## config.mk

```make
export PLATFORM = sky130hd
export DESIGN_NAME = cpu_top
export DESIGN_NICKNAME = d
export VERILOG_FILES = /design/src/cpu_isa_pkg.sv /design/src/cpu_bus_pkg.sv /design/src/cpu_top.sv /design/src/decode_control.sv /design/src/execute_unit.sv /design/src/fetch_unit.sv /design/src/load_store_wb.sv /design/src/regfile.sv
export SDC_FILE = /design/constraint.sdc
export NUM_CORES = 1
export LEC_CHECK = 0
export ABC_AREA = 0
export BUFFER_PORTS_ARGS = -buffer_cell sky130_fd_sc_hd__clkbuf_2
export CORE_ASPECT_RATIO = 1.2
export CORE_MARGIN = 8
export CORE_UTILIZATION = 50
export CTS_CLUSTER_DIAMETER = 100
export DETAILED_ROUTE_END_ITERATION = 16
export PLACE_DENSITY = 0.69
export RECOVER_POWER = 50
export SLEW_MARGIN = 15
export SYNTH_ARGS = -nofsm -noshare
export SYNTH_HDL_FRONTEND = slang
export SYNTH_HIERARCHICAL = 1
export SYNTH_SLANG_ARGS = --single-unit
export TNS_END_PERCENT = 20
```

## constraint.sdc

```tcl
create_clock -name clk -period 11.85 [get_ports clk]
set_input_delay 1.185 -clock clk [delete_from_list [all_inputs] [get_ports clk]]
set_output_delay 1.185 -clock clk [all_outputs]
set_load 0.05 [all_outputs]
```

## src/cpu_isa_pkg.sv

```systemverilog
`default_nettype none

package cpu_isa_pkg;

  // --------------------
  // Field widths
  // --------------------
  localparam int OPCODE_W   = 4;
  localparam int REG_ADDR_W = 3;
  localparam int FUNCT3_W   = 3;
  localparam int INSTR_W    = 19;

  // Register count follows from the index width
  localparam int NUM_REGS = 1 << REG_ADDR_W;

  // --------------------
  // Field positions
  // --------------------
  // Low bit of each field inside the instruction word
  localparam int OPCODE_POS = 15;
  localparam int RD_POS     = 12;
  localparam int RS1_POS    = 9;
  localparam int RS2_POS    = 6;
  localparam int FUNCT3_POS = 3;

  // Immediate widths, all taken from bit 0 upwards
  localparam int IMM_I_W = 9;   // ADDI and load
  localparam int IMM_S_W = 6;   // store and branch
  localparam int IMM_U_W = 12;  // upper immediate and jump

  // --------------------
  // Types
  // --------------------
  typedef logic [INSTR_W-1:0]    instr_t;
  typedef logic [REG_ADDR_W-1:0] reg_addr_t;

  typedef enum logic [OPCODE_W-1:0] {
    OP_ALU    = 4'h0,
    OP_ADDI   = 4'h1,
    OP_LOAD   = 4'h2,
    OP_STORE  = 4'h3,
    OP_BRANCH = 4'h4,
    OP_LUI    = 4'h5,
    OP_JAL    = 4'h6
  } opcode_e;

  // Same encoding as funct3 of a register-register op
  typedef enum logic [FUNCT3_W-1:0] {
    ALU_ADD = 3'd0,
    ALU_SUB = 3'd1,
    ALU_AND = 3'd2,
    ALU_OR  = 3'd3,
    ALU_XOR = 3'd4,
    ALU_SLL = 3'd5,
    ALU_SRL = 3'd6,
    ALU_MUL = 3'd7
  } alu_op_e;

  // Carried in the rd field of a branch
  typedef enum logic [REG_ADDR_W-1:0] {
    BR_EQ = 3'd0,
    BR_NE = 3'd1,
    BR_LT = 3'd2,
    BR_GE = 3'd3
  } branch_op_e;

endpackage

`default_nettype wire

```

## src/cpu_bus_pkg.sv

```systemverilog
`default_nettype none

package cpu_bus_pkg;

  import cpu_isa_pkg::*;

  // --------------------
  // Datapath words
  // --------------------
  localparam int XLEN    = 19;
  localparam int SHAMT_W = 5;

  typedef logic [XLEN-1:0] word_t;
  typedef logic [XLEN-1:0] addr_t;

  // First fetch address after reset
  localparam addr_t RESET_PC    = 19'h100;
  // Byte step between instructions
  localparam addr_t INSTR_BYTES = 19'd4;

  // Register write-back source
  typedef enum logic [1:0] {
    WB_ALU = 2'd0,
    WB_MEM = 2'd1,
    WB_IMM = 2'd2,
    WB_PC4 = 2'd3
  } wb_sel_e;

  // --------------------
  // Control bundle
  // --------------------
  typedef struct packed {
    alu_op_e    alu_op;
    logic       op1_pc;     // operand A is the PC
    logic       op2_imm;    // operand B is the immediate
    logic       is_branch;
    branch_op_e branch_op;
    logic       is_jump;
    logic       mem_req;
    logic       mem_wr;
    logic       rf_wr_en;
    wb_sel_e    wb_sel;
    reg_addr_t  rd;
  } ctrl_t;

  // All enables low, behaves as a no-op
  localparam ctrl_t CTRL_NOP = '{
    alu_op:    ALU_ADD,
    op1_pc:    1'b0,
    op2_imm:   1'b0,
    is_branch: 1'b0,
    branch_op: BR_EQ,
    is_jump:   1'b0,
    mem_req:   1'b0,
    mem_wr:    1'b0,
    rf_wr_en:  1'b0,
    wb_sel:    WB_ALU,
    rd:        '0
  };

  // Data memory request
  typedef struct packed {
    logic  req;
    logic  wr;
    addr_t addr;
    word_t wr_data;
  } dmem_req_t;

endpackage

`default_nettype wire

```

## src/cpu_top.sv

```systemverilog
`timescale 1ns/100ps
`default_nettype none

module cpu_top
  import cpu_isa_pkg::*;
  import cpu_bus_pkg::*;
(
  input  wire logic   clk,
  input  wire logic   reset_n,

  // Instruction memory
  output logic        instr_mem_req_o,
  output addr_t       instr_mem_addr_o,
  input  wire instr_t instr_mem_rd_data_i,

  // Data memory
  output logic        data_mem_req_o,
  output addr_t       data_mem_addr_o,
  output logic        data_mem_wr_o,
  output word_t       data_mem_wr_data_o,
  input  wire word_t  data_mem_rd_data_i
);

  // --------------------
  // Internal signals
  // --------------------
  logic      started;
  addr_t     pc;
  word_t     pc_plus4;
  logic      redirect;
  reg_addr_t rs1_addr;
  reg_addr_t rs2_addr;
  word_t     imm;
  ctrl_t     ctrl;
  word_t     rs1_data;
  word_t     rs2_data;
  word_t     alu_res;
  logic      branch_taken;
  dmem_req_t dmem_req;
  logic      rf_wr_en;
  word_t     rf_wr_data;

  // Single point where a PC redirect is decided
  assign redirect = branch_taken | ctrl.is_jump;

  // --------------------
  // Fetch
  // --------------------
  fetch_unit u_fetch_unit (
    .clk              (clk),
    .reset_n          (reset_n),
    .redirect_i       (redirect),
    .target_i         (alu_res),
    .started_o        (started),
    .pc_o             (pc),
    .pc_plus4_o       (pc_plus4),
    .instr_mem_req_o  (instr_mem_req_o),
    .instr_mem_addr_o (instr_mem_addr_o)
  );

  // --------------------
  // Decode
  // --------------------
  decode_control u_decode_control (
    .instr_i (instr_mem_rd_data_i),
    .rs1_o   (rs1_addr),
    .rs2_o   (rs2_addr),
    .imm_o   (imm),
    .ctrl_o  (ctrl)
  );

  // Write port driven by write-back below
  regfile u_regfile (
    .clk        (clk),
    .reset_n    (reset_n),
    .rs1_addr_i (rs1_addr),
    .rs2_addr_i (rs2_addr),
    .rd_addr_i  (ctrl.rd),
    .wr_en_i    (rf_wr_en),
    .wr_data_i  (rf_wr_data),
    .rs1_data_o (rs1_data),
    .rs2_data_o (rs2_data)
  );

  // --------------------
  // Execute
  // --------------------
  execute_unit u_execute_unit (
    .ctrl_i         (ctrl),
    .pc_i           (pc),
    .rs1_data_i     (rs1_data),
    .rs2_data_i     (rs2_data),
    .imm_i          (imm),
    .alu_res_o      (alu_res),
    .branch_taken_o (branch_taken)
  );

  // --------------------
  // Memory and write-back
  // --------------------
  load_store_wb u_load_store_wb (
    .ctrl_i        (ctrl),
    .started_i     (started),
    .alu_res_i     (alu_res),
    .rs2_data_i    (rs2_data),
    .imm_i         (imm),
    .pc_plus4_i    (pc_plus4),
    .mem_rd_data_i (data_mem_rd_data_i),
    .dmem_o        (dmem_req),
    .rf_wr_en_o    (rf_wr_en),
    .rf_wr_data_o  (rf_wr_data)
  );

  // Request struct out to the pins
  assign data_mem_req_o     = dmem_req.req;
  assign data_mem_wr_o      = dmem_req.wr;
  assign data_mem_addr_o    = dmem_req.addr;
  assign data_mem_wr_data_o = dmem_req.wr_data;

endmodule

`default_nettype wire

```

## src/decode_control.sv

```systemverilog
`timescale 1ns/100ps
`default_nettype none

module decode_control
  import cpu_isa_pkg::*;
  import cpu_bus_pkg::*;
(
  input  wire instr_t instr_i,
  output reg_addr_t   rs1_o,
  output reg_addr_t   rs2_o,
  output word_t       imm_o,
  output ctrl_t       ctrl_o
);

  opcode_e   opcode;
  reg_addr_t rd;
  logic [FUNCT3_W-1:0] funct3;

  word_t imm_i_type;
  word_t imm_s_type;
  word_t imm_b_type;
  word_t imm_u_type;
  word_t imm_j_type;

  // --------------------
  // Field extraction
  // --------------------
  assign opcode = opcode_e'(instr_i[OPCODE_POS +: OPCODE_W]);
  assign rd     = instr_i[RD_POS +: REG_ADDR_W];
  assign rs1_o  = instr_i[RS1_POS +: REG_ADDR_W];
  assign rs2_o  = instr_i[RS2_POS +: REG_ADDR_W];
  assign funct3 = instr_i[FUNCT3_POS +: FUNCT3_W];

  // --------------------
  // Immediates
  // --------------------
  // ADDI and load offset
  assign imm_i_type = {{(XLEN-IMM_I_W){instr_i[IMM_I_W-1]}}, instr_i[IMM_I_W-1:0]};
  // Store offset
  assign imm_s_type = {{(XLEN-IMM_S_W){instr_i[IMM_S_W-1]}}, instr_i[IMM_S_W-1:0]};
  // Branch offset in instruction words
  assign imm_b_type = {{(XLEN-IMM_S_W-2){instr_i[IMM_S_W-1]}}, instr_i[IMM_S_W-1:0], 2'b00};
  // Upper immediate lands in bits 18 to 7
  assign imm_u_type = {instr_i[IMM_U_W-1:0], {(XLEN-IMM_U_W){1'b0}}};
  // Jump offset in instruction words
  assign imm_j_type = {{(XLEN-IMM_U_W-2){instr_i[IMM_U_W-1]}}, instr_i[IMM_U_W-1:0], 2'b00};

  // --------------------
  // Control per opcode
  // --------------------
  always_comb begin
    ctrl_o = CTRL_NOP;
    imm_o  = imm_i_type;
    case (opcode)
      OP_ALU: begin
        ctrl_o.alu_op   = alu_op_e'(funct3);
        ctrl_o.rf_wr_en = 1'b1;
        ctrl_o.rd       = rd;
      end
      OP_ADDI: begin
        ctrl_o.op2_imm  = 1'b1;
        ctrl_o.rf_wr_en = 1'b1;
        ctrl_o.rd       = rd;
      end
      OP_LOAD: begin
        // Address is rs1 plus offset
        ctrl_o.op2_imm  = 1'b1;
        ctrl_o.mem_req  = 1'b1;
        ctrl_o.rf_wr_en = 1'b1;
        ctrl_o.wb_sel   = WB_MEM;
        ctrl_o.rd       = rd;
      end
      OP_STORE: begin
        ctrl_o.op2_imm = 1'b1;
        ctrl_o.mem_req = 1'b1;
        ctrl_o.mem_wr  = 1'b1;
        imm_o          = imm_s_type;
      end
      OP_BRANCH: begin
        // ALU forms PC plus offset, comparator decides
        ctrl_o.op1_pc    = 1'b1;
        ctrl_o.op2_imm   = 1'b1;
        ctrl_o.is_branch = 1'b1;
        ctrl_o.branch_op = branch_op_e'(rd);
        imm_o            = imm_b_type;
      end
      OP_LUI: begin
        ctrl_o.rf_wr_en = 1'b1;
        ctrl_o.wb_sel   = WB_IMM;
        ctrl_o.rd       = rd;
        imm_o           = imm_u_type;
      end
      OP_JAL: begin
        // Link register gets PC+4
        ctrl_o.op1_pc   = 1'b1;
        ctrl_o.op2_imm  = 1'b1;
        ctrl_o.is_jump  = 1'b1;
        ctrl_o.rf_wr_en = 1'b1;
        ctrl_o.wb_sel   = WB_PC4;
        ctrl_o.rd       = rd;
        imm_o           = imm_j_type;
      end
      default: begin
        // Unknown opcode stays a no-op
        ctrl_o = CTRL_NOP;
      end
    endcase
  end

endmodule

`default_nettype wire

```

## src/execute_unit.sv

```systemverilog
`timescale 1ns/100ps
`default_nettype none

module execute_unit
  import cpu_isa_pkg::*;
  import cpu_bus_pkg::*;
(
  input  wire ctrl_t ctrl_i,
  input  wire addr_t pc_i,
  input  wire word_t rs1_data_i,
  input  wire word_t rs2_data_i,
  input  wire word_t imm_i,
  output word_t      alu_res_o,
  output logic       branch_taken_o
);

  word_t opr_a;
  word_t opr_b;
  logic [SHAMT_W-1:0] shamt;
  logic  is_eq;
  logic  is_lt;
  logic  cond_met;

  // --------------------
  // Operand muxes
  // --------------------
  assign opr_a = ctrl_i.op1_pc  ? pc_i  : rs1_data_i;
  assign opr_b = ctrl_i.op2_imm ? imm_i : rs2_data_i;
  assign shamt = opr_b[SHAMT_W-1:0];

  // --------------------
  // ALU
  // --------------------
  always_comb begin
    case (ctrl_i.alu_op)
      ALU_ADD: alu_res_o = opr_a + opr_b;
      ALU_SUB: alu_res_o = opr_a - opr_b;
      ALU_AND: alu_res_o = opr_a & opr_b;
      ALU_OR:  alu_res_o = opr_a | opr_b;
      ALU_XOR: alu_res_o = opr_a ^ opr_b;
      ALU_SLL: alu_res_o = opr_a << shamt;
      ALU_SRL: alu_res_o = opr_a >> shamt;
      // Product truncated to the word
      ALU_MUL: alu_res_o = opr_a * opr_b;
      default: alu_res_o = opr_a + opr_b;
    endcase
  end

  // --------------------
  // Branch compare
  // --------------------
  // Always on register data, never on the muxed operands
  assign is_eq = (rs1_data_i == rs2_data_i);
  assign is_lt = ($signed(rs1_data_i) < $signed(rs2_data_i));

  always_comb begin
    case (ctrl_i.branch_op)
      BR_EQ:   cond_met = is_eq;
      BR_NE:   cond_met = !is_eq;
      BR_LT:   cond_met = is_lt;
      BR_GE:   cond_met = !is_lt;
      default: cond_met = 1'b0;
    endcase
  end

  assign branch_taken_o = ctrl_i.is_branch & cond_met;

endmodule

`default_nettype wire

```

## src/fetch_unit.sv

```systemverilog
`timescale 1ns/100ps
`default_nettype none

module fetch_unit
  import cpu_bus_pkg::*;
(
  input  wire logic  clk,
  input  wire logic  reset_n,
  input  wire logic  redirect_i,
  input  wire addr_t target_i,
  output logic       started_o,
  output addr_t      pc_o,
  output word_t      pc_plus4_o,
  output logic       instr_mem_req_o,
  output addr_t      instr_mem_addr_o
);

  logic  started_q;
  addr_t pc_q;
  addr_t pc_seq;
  addr_t pc_nxt;

  // --------------------
  // Started flag
  // --------------------
  // First edge out of reset only raises this
  always_ff @(posedge clk or negedge reset_n) begin
    if (!reset_n) begin
      started_q <= 1'b0;
    end else begin
      started_q <= 1'b1;
    end
  end

  // --------------------
  // Next PC
  // --------------------
  assign pc_seq = pc_q + INSTR_BYTES;

  // Taken branch or jump, target kept half-word aligned
  assign pc_nxt = redirect_i ? {target_i[XLEN-1:1], 1'b0} : pc_seq;

  // PC frozen until the idle cycle is over
  always_ff @(posedge clk or negedge reset_n) begin
    if (!reset_n) begin
      pc_q <= RESET_PC;
    end else if (started_q) begin
      pc_q <= pc_nxt;
    end
  end

  // Outputs
  assign started_o        = started_q;
  assign pc_o             = pc_q;
  assign pc_plus4_o       = pc_seq;
  assign instr_mem_req_o  = started_q;
  assign instr_mem_addr_o = pc_q;

endmodule

`default_nettype wire

```

## src/load_store_wb.sv

```systemverilog
`timescale 1ns/100ps
`default_nettype none

module load_store_wb
  import cpu_bus_pkg::*;
(
  input  wire ctrl_t ctrl_i,
  input  wire logic  started_i,
  input  wire word_t alu_res_i,
  input  wire word_t rs2_data_i,
  input  wire word_t imm_i,
  input  wire word_t pc_plus4_i,
  input  wire word_t mem_rd_data_i,
  output dmem_req_t  dmem_o,
  output logic       rf_wr_en_o,
  output word_t      rf_wr_data_o
);

  // --------------------
  // Data memory request
  // --------------------
  // Quiet in reset and in the idle first cycle
  assign dmem_o.req     = ctrl_i.mem_req & started_i;
  assign dmem_o.wr      = ctrl_i.mem_wr & started_i;
  assign dmem_o.addr    = alu_res_i;
  // Full-word store of rs2
  assign dmem_o.wr_data = rs2_data_i;

  // --------------------
  // Write-back
  // --------------------
  assign rf_wr_en_o = ctrl_i.rf_wr_en & started_i;

  always_comb begin
    case (ctrl_i.wb_sel)
      WB_ALU:  rf_wr_data_o = alu_res_i;
      // Read data arrives in the same cycle
      WB_MEM:  rf_wr_data_o = mem_rd_data_i;
      WB_IMM:  rf_wr_data_o = imm_i;
      WB_PC4:  rf_wr_data_o = pc_plus4_i;
      default: rf_wr_data_o = alu_res_i;
    endcase
  end

endmodule

`default_nettype wire

```

## src/regfile.sv

```systemverilog
`timescale 1ns/100ps
`default_nettype none

module regfile
  import cpu_isa_pkg::*;
  import cpu_bus_pkg::*;
(
  input  wire logic      clk,
  input  wire logic      reset_n,
  input  wire reg_addr_t rs1_addr_i,
  input  wire reg_addr_t rs2_addr_i,
  input  wire reg_addr_t rd_addr_i,
  input  wire logic      wr_en_i,
  input  wire word_t     wr_data_i,
  output word_t          rs1_data_o,
  output word_t          rs2_data_o
);

  word_t regs_q [NUM_REGS];

  // --------------------
  // Write port
  // --------------------
  // Register zero never written, so it stays at its reset value
  always_ff @(posedge clk or negedge reset_n) begin
    if (!reset_n) begin
      for (int i = 0; i < NUM_REGS; i++) begin
        regs_q[i] <= '0;
      end
    end else if (wr_en_i && (rd_addr_i != '0)) begin
      regs_q[rd_addr_i] <= wr_data_i;
    end
  end

  // --------------------
  // Read ports
  // --------------------
  // Combinational, old value during a same-cycle write
  assign rs1_data_o = regs_q[rs1_addr_i];
  assign rs2_data_o = regs_q[rs2_addr_i];

endmodule

`default_nettype wire

```

# ---- Yosys cells after proc, flatten, opt, wreduce, memory -nomap -nowiden
# Cells that the tools add are included.
dict set report totals {
  out_inout_bits 60
  ff_bits 172
  input_bits 40
}
dict set report op_classes {
  n_mux 26
  n_bitwise 11
  eq_ne 20
  n_lt_le_gt_ge 5
  reduce_logical 13
  shift 2
  multipliers 1
  add_sub_neg 3
}
# op count
set op_table {}
lappend op_table {{$bwmux 152} 1}
lappend op_table {{$mux 19} 8}
lappend op_table {{$pmux 19 s4} 2}
lappend op_table {{$pmux 19 s8} 1}
lappend op_table {{$bmux 19 s3} 2}
lappend op_table {{$demux 19 s3} 1}
lappend op_table {{$add 19x19->19} 1}
lappend op_table {{$add 19x3->19 const B} 1}
lappend op_table {{$and 19x19->19} 1}
lappend op_table {{$eq 19x19->1} 1}
lappend op_table {{$lt 19x19->1} 1}
lappend op_table {{$mul 19x19->19} 1}
lappend op_table {{$or 19x19->19} 1}
lappend op_table {{$shl 19x5->19} 1}
lappend op_table {{$shr 19x5->19} 1}
lappend op_table {{$sub 19x19->19} 1}
lappend op_table {{$xor 19x19->19} 1}
lappend op_table {{$eq 3x2->1 const B} 4}
lappend op_table {{$eq 3x3->1 const B} 4}
lappend op_table {{$eq 4x3->1 const B} 3}
lappend op_table {{$ge 4x4->1 const B} 3}
lappend op_table {{$not 3->4} 3}
lappend op_table {{$reduce_or 5->1} 2}
lappend op_table {{$eq 4x2->1 const B} 2}
lappend op_table {{other kinds (19)} 34}

# ---- Longest topological paths before layout
dict set report depth {
  ltp_word 10
  depth_mapped 33
  mapped_depth_nobuf 29
}

# ---- Cells and area by module
# Netlist, hierarchy kept.
# mod seq_area_each_um2 area_per_inst_um2 cells_per_inst n_inst
set modules_own_cells {}
lappend modules_own_cells {execute_unit 0.0 10707.8 1435 1}
lappend modules_own_cells {regfile 3803.6 8026.4 458 1}
lappend modules_own_cells {fetch_unit 476.7 1512.7 181 1}
lappend modules_own_cells {load_store_wb 0.0 807.0 64 1}
lappend modules_own_cells {decode_control 0.0 589.3 84 1}
lappend modules_own_cells {cpu_top 0.0 6.3 1 1}

# ---- Worst setup path after synthesis
# OpenSTA, ideal clock, no wires.
dict set report synth_path {
  kind {input port to output port}
  from {in instr_mem_rd_data_i[6]}
  to {out data_mem_addr_o[16]}
  setup_slack_ps 1945
  arrival_time_ps 8720
  stages 30
  required_time_ps 10665
  path_cell_list {buf_4 > buf_6 > buf_12 > mux4_2 > mux2_4 > mux2_4 > buf_6 > inv_4 > buf_2 > buf_1 > clkbuf_1 > nor2_1 > fa_1 > fa_1 > inv_1 > fa_1 > inv_1 > fa_1 > fa_1 > inv_1 > fa_1 > inv_1 > ha_1 > o2111a_1 > a21bo_2 > a31o_2 > xnor2_1 > a2111oi_0 > a21oi_1 > buf_4}
}
dict set report synth_via {
  elab_chain_cells 7
  elab_cells_between_ends 15
  classes_between {add/sub (2); mul (1); shift (2); mux (6); bitwise (4)}
}
# element line
set synth_lines {}
lappend synth_lines {{start: declaration} cpu_top.sv:14} ;# input wire instr_t instr_mem_rd_data_i,
lappend synth_lines {{$not 3->4 (implied by the code) *} regfile.sv:40} ;# assign rs2_data_o = regs_q[rs2_addr_i];
lappend synth_lines {{$bmux 19 s3 *} regfile.sv:40}
lappend synth_lines {{$mux 19 (implied by the code) * (2 in series)} regfile.sv:40}
lappend synth_lines {{named net rs2_data[1]} cpu_top.sv:36} ;# word_t rs2_data;
lappend synth_lines {{$mux 19 *} execute_unit.sv:28} ;# assign opr_b = ctrl_i.op2_imm ? imm_i : rs2_data_i;
lappend synth_lines {{$mul 19x19->19 (tied with other cells)} execute_unit.sv:44} ;# ALU_MUL: alu_res_o = opr_a * opr_b;
lappend synth_lines {{$pmux 19 s8 *} execute_unit.sv:35} ;# case (ctrl_i.alu_op)
lappend synth_lines {{end: declaration} cpu_top.sv:18} ;# output addr_t data_mem_addr_o,
# The timed path passes the listed nets; every way through them passes the cells marked *. The select of a mux whose other input is x is not followed.

# ---- Final worst setup path
dict set report layout_path {
  from {in instr_mem_rd_data_i[9]}
  to {out data_mem_addr_o[18]}
}
dict set report layout_via {
  elab_chain_cells 7
  elab_cells_between_ends 16
  classes_between {add/sub (2); mul (1); shift (2); mux (7); bitwise (4)}
}
# element line
set layout_lines {}
lappend layout_lines {{$not 3->4 (implied by the code) *} regfile.sv:39} ;# assign rs1_data_o = regs_q[rs1_addr_i];
lappend layout_lines {{$bmux 19 s3 *} regfile.sv:39}
lappend layout_lines {{$mux 19 (implied by the code) * (2 in series)} regfile.sv:39}
lappend layout_lines {{named net rs1_data[8]} cpu_top.sv:35} ;# word_t rs1_data;
lappend layout_lines {{$mux 19 *} execute_unit.sv:27} ;# assign opr_a = ctrl_i.op1_pc ? pc_i : rs1_data_i;
lappend layout_lines {{$mul 19x19->19 (tied with other cells)} execute_unit.sv:44}
lappend layout_lines {{$pmux 19 s8 *} execute_unit.sv:35}
# Marked as above.

==> reports/summary.txt <==
fin util: 52.70%
Clk Latency, worst-skew pair: 440 ps
start point of the critical path: instr_mem_rd_data_i[9]
synth unique cells: 102
Final setup viols: 0
FF+latch count, synth: 171
pin count of the biggest net entering global routing: 99
number of synthesized flops with an enable pin: 0
Mapped Area: 0.02165 mm2
CTS buffer count: 17
Setup Crit Path Kind: in -> out
starting density of the core: 50.60%
routed via count: 17660
total wire length: 72610 um
antenna cell count: 0
critical hold path startpoint: u_regfile/regs_q[136]$_DFFE_PN0P_
# resized after CTS: 0
VDD IR max: 0.0001913 V
DIE HEIGHT: 243.9 um
Post-Syn Instances: 2223
# DRC: 0
Hold-fix buffers, CTS: 0
yosys synthesis warning count: 6
Worst path slowest cell: mux2i_1
vias in the first global route: 18610
critical-path maximum fanout: 22
Layout Nets: 2485
initial drt markers: 1624
setup ws final: 1284 ps
GR Overflow Total: 0
Final Cycle Share: 89.16%
Final Max Tran Viols: 174
port bufs: 98
num ports: 100
max incr delay on CP: 860 ps
CTS sink count: 171
worst clock skew: 13.28 ps
leak pwr: 10.61 nW
Final Non-Filler Cells: 2746
fin crit period: 10570 ps
Least-Margin Pin Slew: 5432 ps
failing checks: capacitance limit, slew limit
# rows: 83
worst min path class: reg -> reg
Detailed Place HPWL: 55950 um
layout cells sized above 1: 19.92%
Post CTS Setup Buffer Count: 0
drt pass-1 iters: 6
CP dominant cell by count: fa_1
DR vias/cell: 6.433
Post-DP Area: 0.02197 mm2
worst path cell trace: clkbuf_2 > mux4_2 > mux2_4 > mux2i_1 > inv_1 > ha_1 > fa_1 > inv_1 > fa_1 > fa_1 > inv_1 > fa_1 > inv_1 > fa_1 > fa_1 > xor2_1 > xnor2_1 > xnor2_1 > xnor2_1 > xnor2_1 > xnor3_1 > xor2_1 > o211ai_1 > clkbuf_2
Pwr Density: 230.0 mW/mm2
Cells after DPL: 2714
Area contributors post-synth: dfrtp_1 (20%), fa_1 (11%), ha_1 (8.1%)
register area share after synthesis: 19.77%
top_reg_cell synth: dfrtp_1
area leader, netlist: dfrtp_1
RSZ-0062 raised after global routing: false
Max-Cap Viols: 2
All-Layer GR Usage: 28.86%
Critical Path AT: 9380 ps
pre-CTS setup slack: 1425 ps
CP endpoint kind: output port
Final ANT Viol Nets: 0
H-tree Lvls: 4
Core ar.: 0.04279 mm2
syn avg cell area: 9.739 um2
root buf cell: clkbuf_16
Max clock buf depth: 2
WHS: 391.0 ps
Worst EP required: 10670 ps
Synth top area share: 19.65%
achievable clock frequency: 0.09465 GHz
CP Launch Type: input port
initial antenna violation count: 3
post-synthesis async set-or-reset flop share: 100.0%
status: complete, but fails checks
RePlAce Congestion: 1.019
total power: 5.185 mW
wire length per cell: 26.44 um
Layout Area Growth over Synthesis: 4.144%
slew margin rel.: -262.1%
Fin Setup TNS: 0 ps
Die ar.: 0.05024 mm2
Clock transition at path regs: 70 ps
global-route wire length before repair: 110800 um
final-layout fill cell count: 3836
Critical R2R Launch: u_regfile/regs_q[103]$_DFFE_PN0P_
Final Hold Viols: 0
die width: 206.0 um
fin area: 0.02255 mm2
CTS tree: built
==> metal layers <==
| metal | share of wire (%) | GRT usage, % | vias to the layer above |
|---|---|---|---|
| li1 | - | - | 7558 |
| met1 | 35 | 32.36 | 8786 |
| met2 | 48 | 47.91 | 981 |
| met3 | 8.2 | 5.886 | 335 |
| met4 | 8.6 | 21.48 | 4 |
| met5 | 0.036 | 0 | - |
==> power breakdown <==
part / switching, mW / internal (mW)
combinational: 2.44 / 1.30
clock: 0.245 / 0.336
sequential: 0.141 / 0.729
total: 2.82 / 2.36
==> logic make-up after synthesis <==
group                    count (synthesis)  synth area share (%)
AO/OA/AOI/OAI                          328                 9.871
XOR/XNOR                                90                 3.809
adder cells (fa/ha/maj)                264                 19.56
buffers and inverters                  467                 10.41
flip-flops                             171                 19.77
multiplexers                           362                 24.79
other                                    2               0.03469
AND/OR/NAND/NOR                        539                 11.76
==> cell usage in the layout (no fill, tap or decap), types with 74 or more instances in the layout <==
master      n
nor2_1    214
mux2_2    101
inv_1     245
nand2_1   148
mux2i_1    74
a21oi_1    97
dfrtp_1   170
fa_1      124
ha_1      140
clkbuf_2   79
==> worst max-delay path: cells and delay by family <==
family                   cells  cell delay, ps
XOR/XNOR                     7            1330
adder cells (fa/ha/maj)      7            3190
AO/OA/AOI/OAI                1             390
buffers and inverters        6            1520
multiplexers                 3            1750
==> path summary, 6_finish.rpt <==
check	to	slack (ps)	cells past startpoint
worst max register to register	u_regfile/regs_q[74]$_DFFE_PN0P_	3210	26
worst min register to register	u_regfile/regs_q[136]$_DFFE_PN0P_	390	0
min in group asynchronous	u_regfile/regs_q[10]$_DFFE_PN0P_	2720	1
worst min-delay path	u_regfile/regs_q[136]$_DFFE_PN0P_	390	0
worst max-delay path	data_mem_addr_o[18]	1280	24
max in group asynchronous	u_regfile/regs_q[131]$_DFFE_PN0P_	3600	2
==> Yosys cell counts (12+ instances only) <==
library cell	instances
a31oi_1	12
dfrtp_1	170
mux2_2	101
mux4_2	71
buf_6	12
buf_2	44
nor3_1	18
nand3_1	35
mux4_1	25
clkbuf_1	69
fa_1	124
a21oi_1	97
a211oi_1	15
nand2_1	148
buf_4	72
ha_1	140
o21ai_0	68
and3_1	14
o211ai_1	15
mux2_1	39
xor2_1	23
mux2i_1	75
inv_1	245
xnor2_1	63
mux2_4	38
nor2_1	214
nand4_1	13
nor2b_1	14
and2_1	13
==> layout make-up <==
cell class	count	area [um2]	share of cell area, %
Sequential cell	171	4280	18.98
Clock inverter	11	131.4	0.5827
Multi-Input combinational cell	1587	15160	67.25
Timing Repair Buffer	148	838.3	3.718
Tap cell	552	690.7	3.063
Clock buffer	21	480.5	2.131
Inverter	256	963.4	4.273
==> registers in the layout, summed over array words and instances (netlist names) <==
name / count
u_fetch_unit/instr_mem_req_o: 1
u_regfile/regs_q: 152
u_fetch_unit/instr_mem_addr_o: 18
Note: power is estimated with default switching activity, not from simulation.
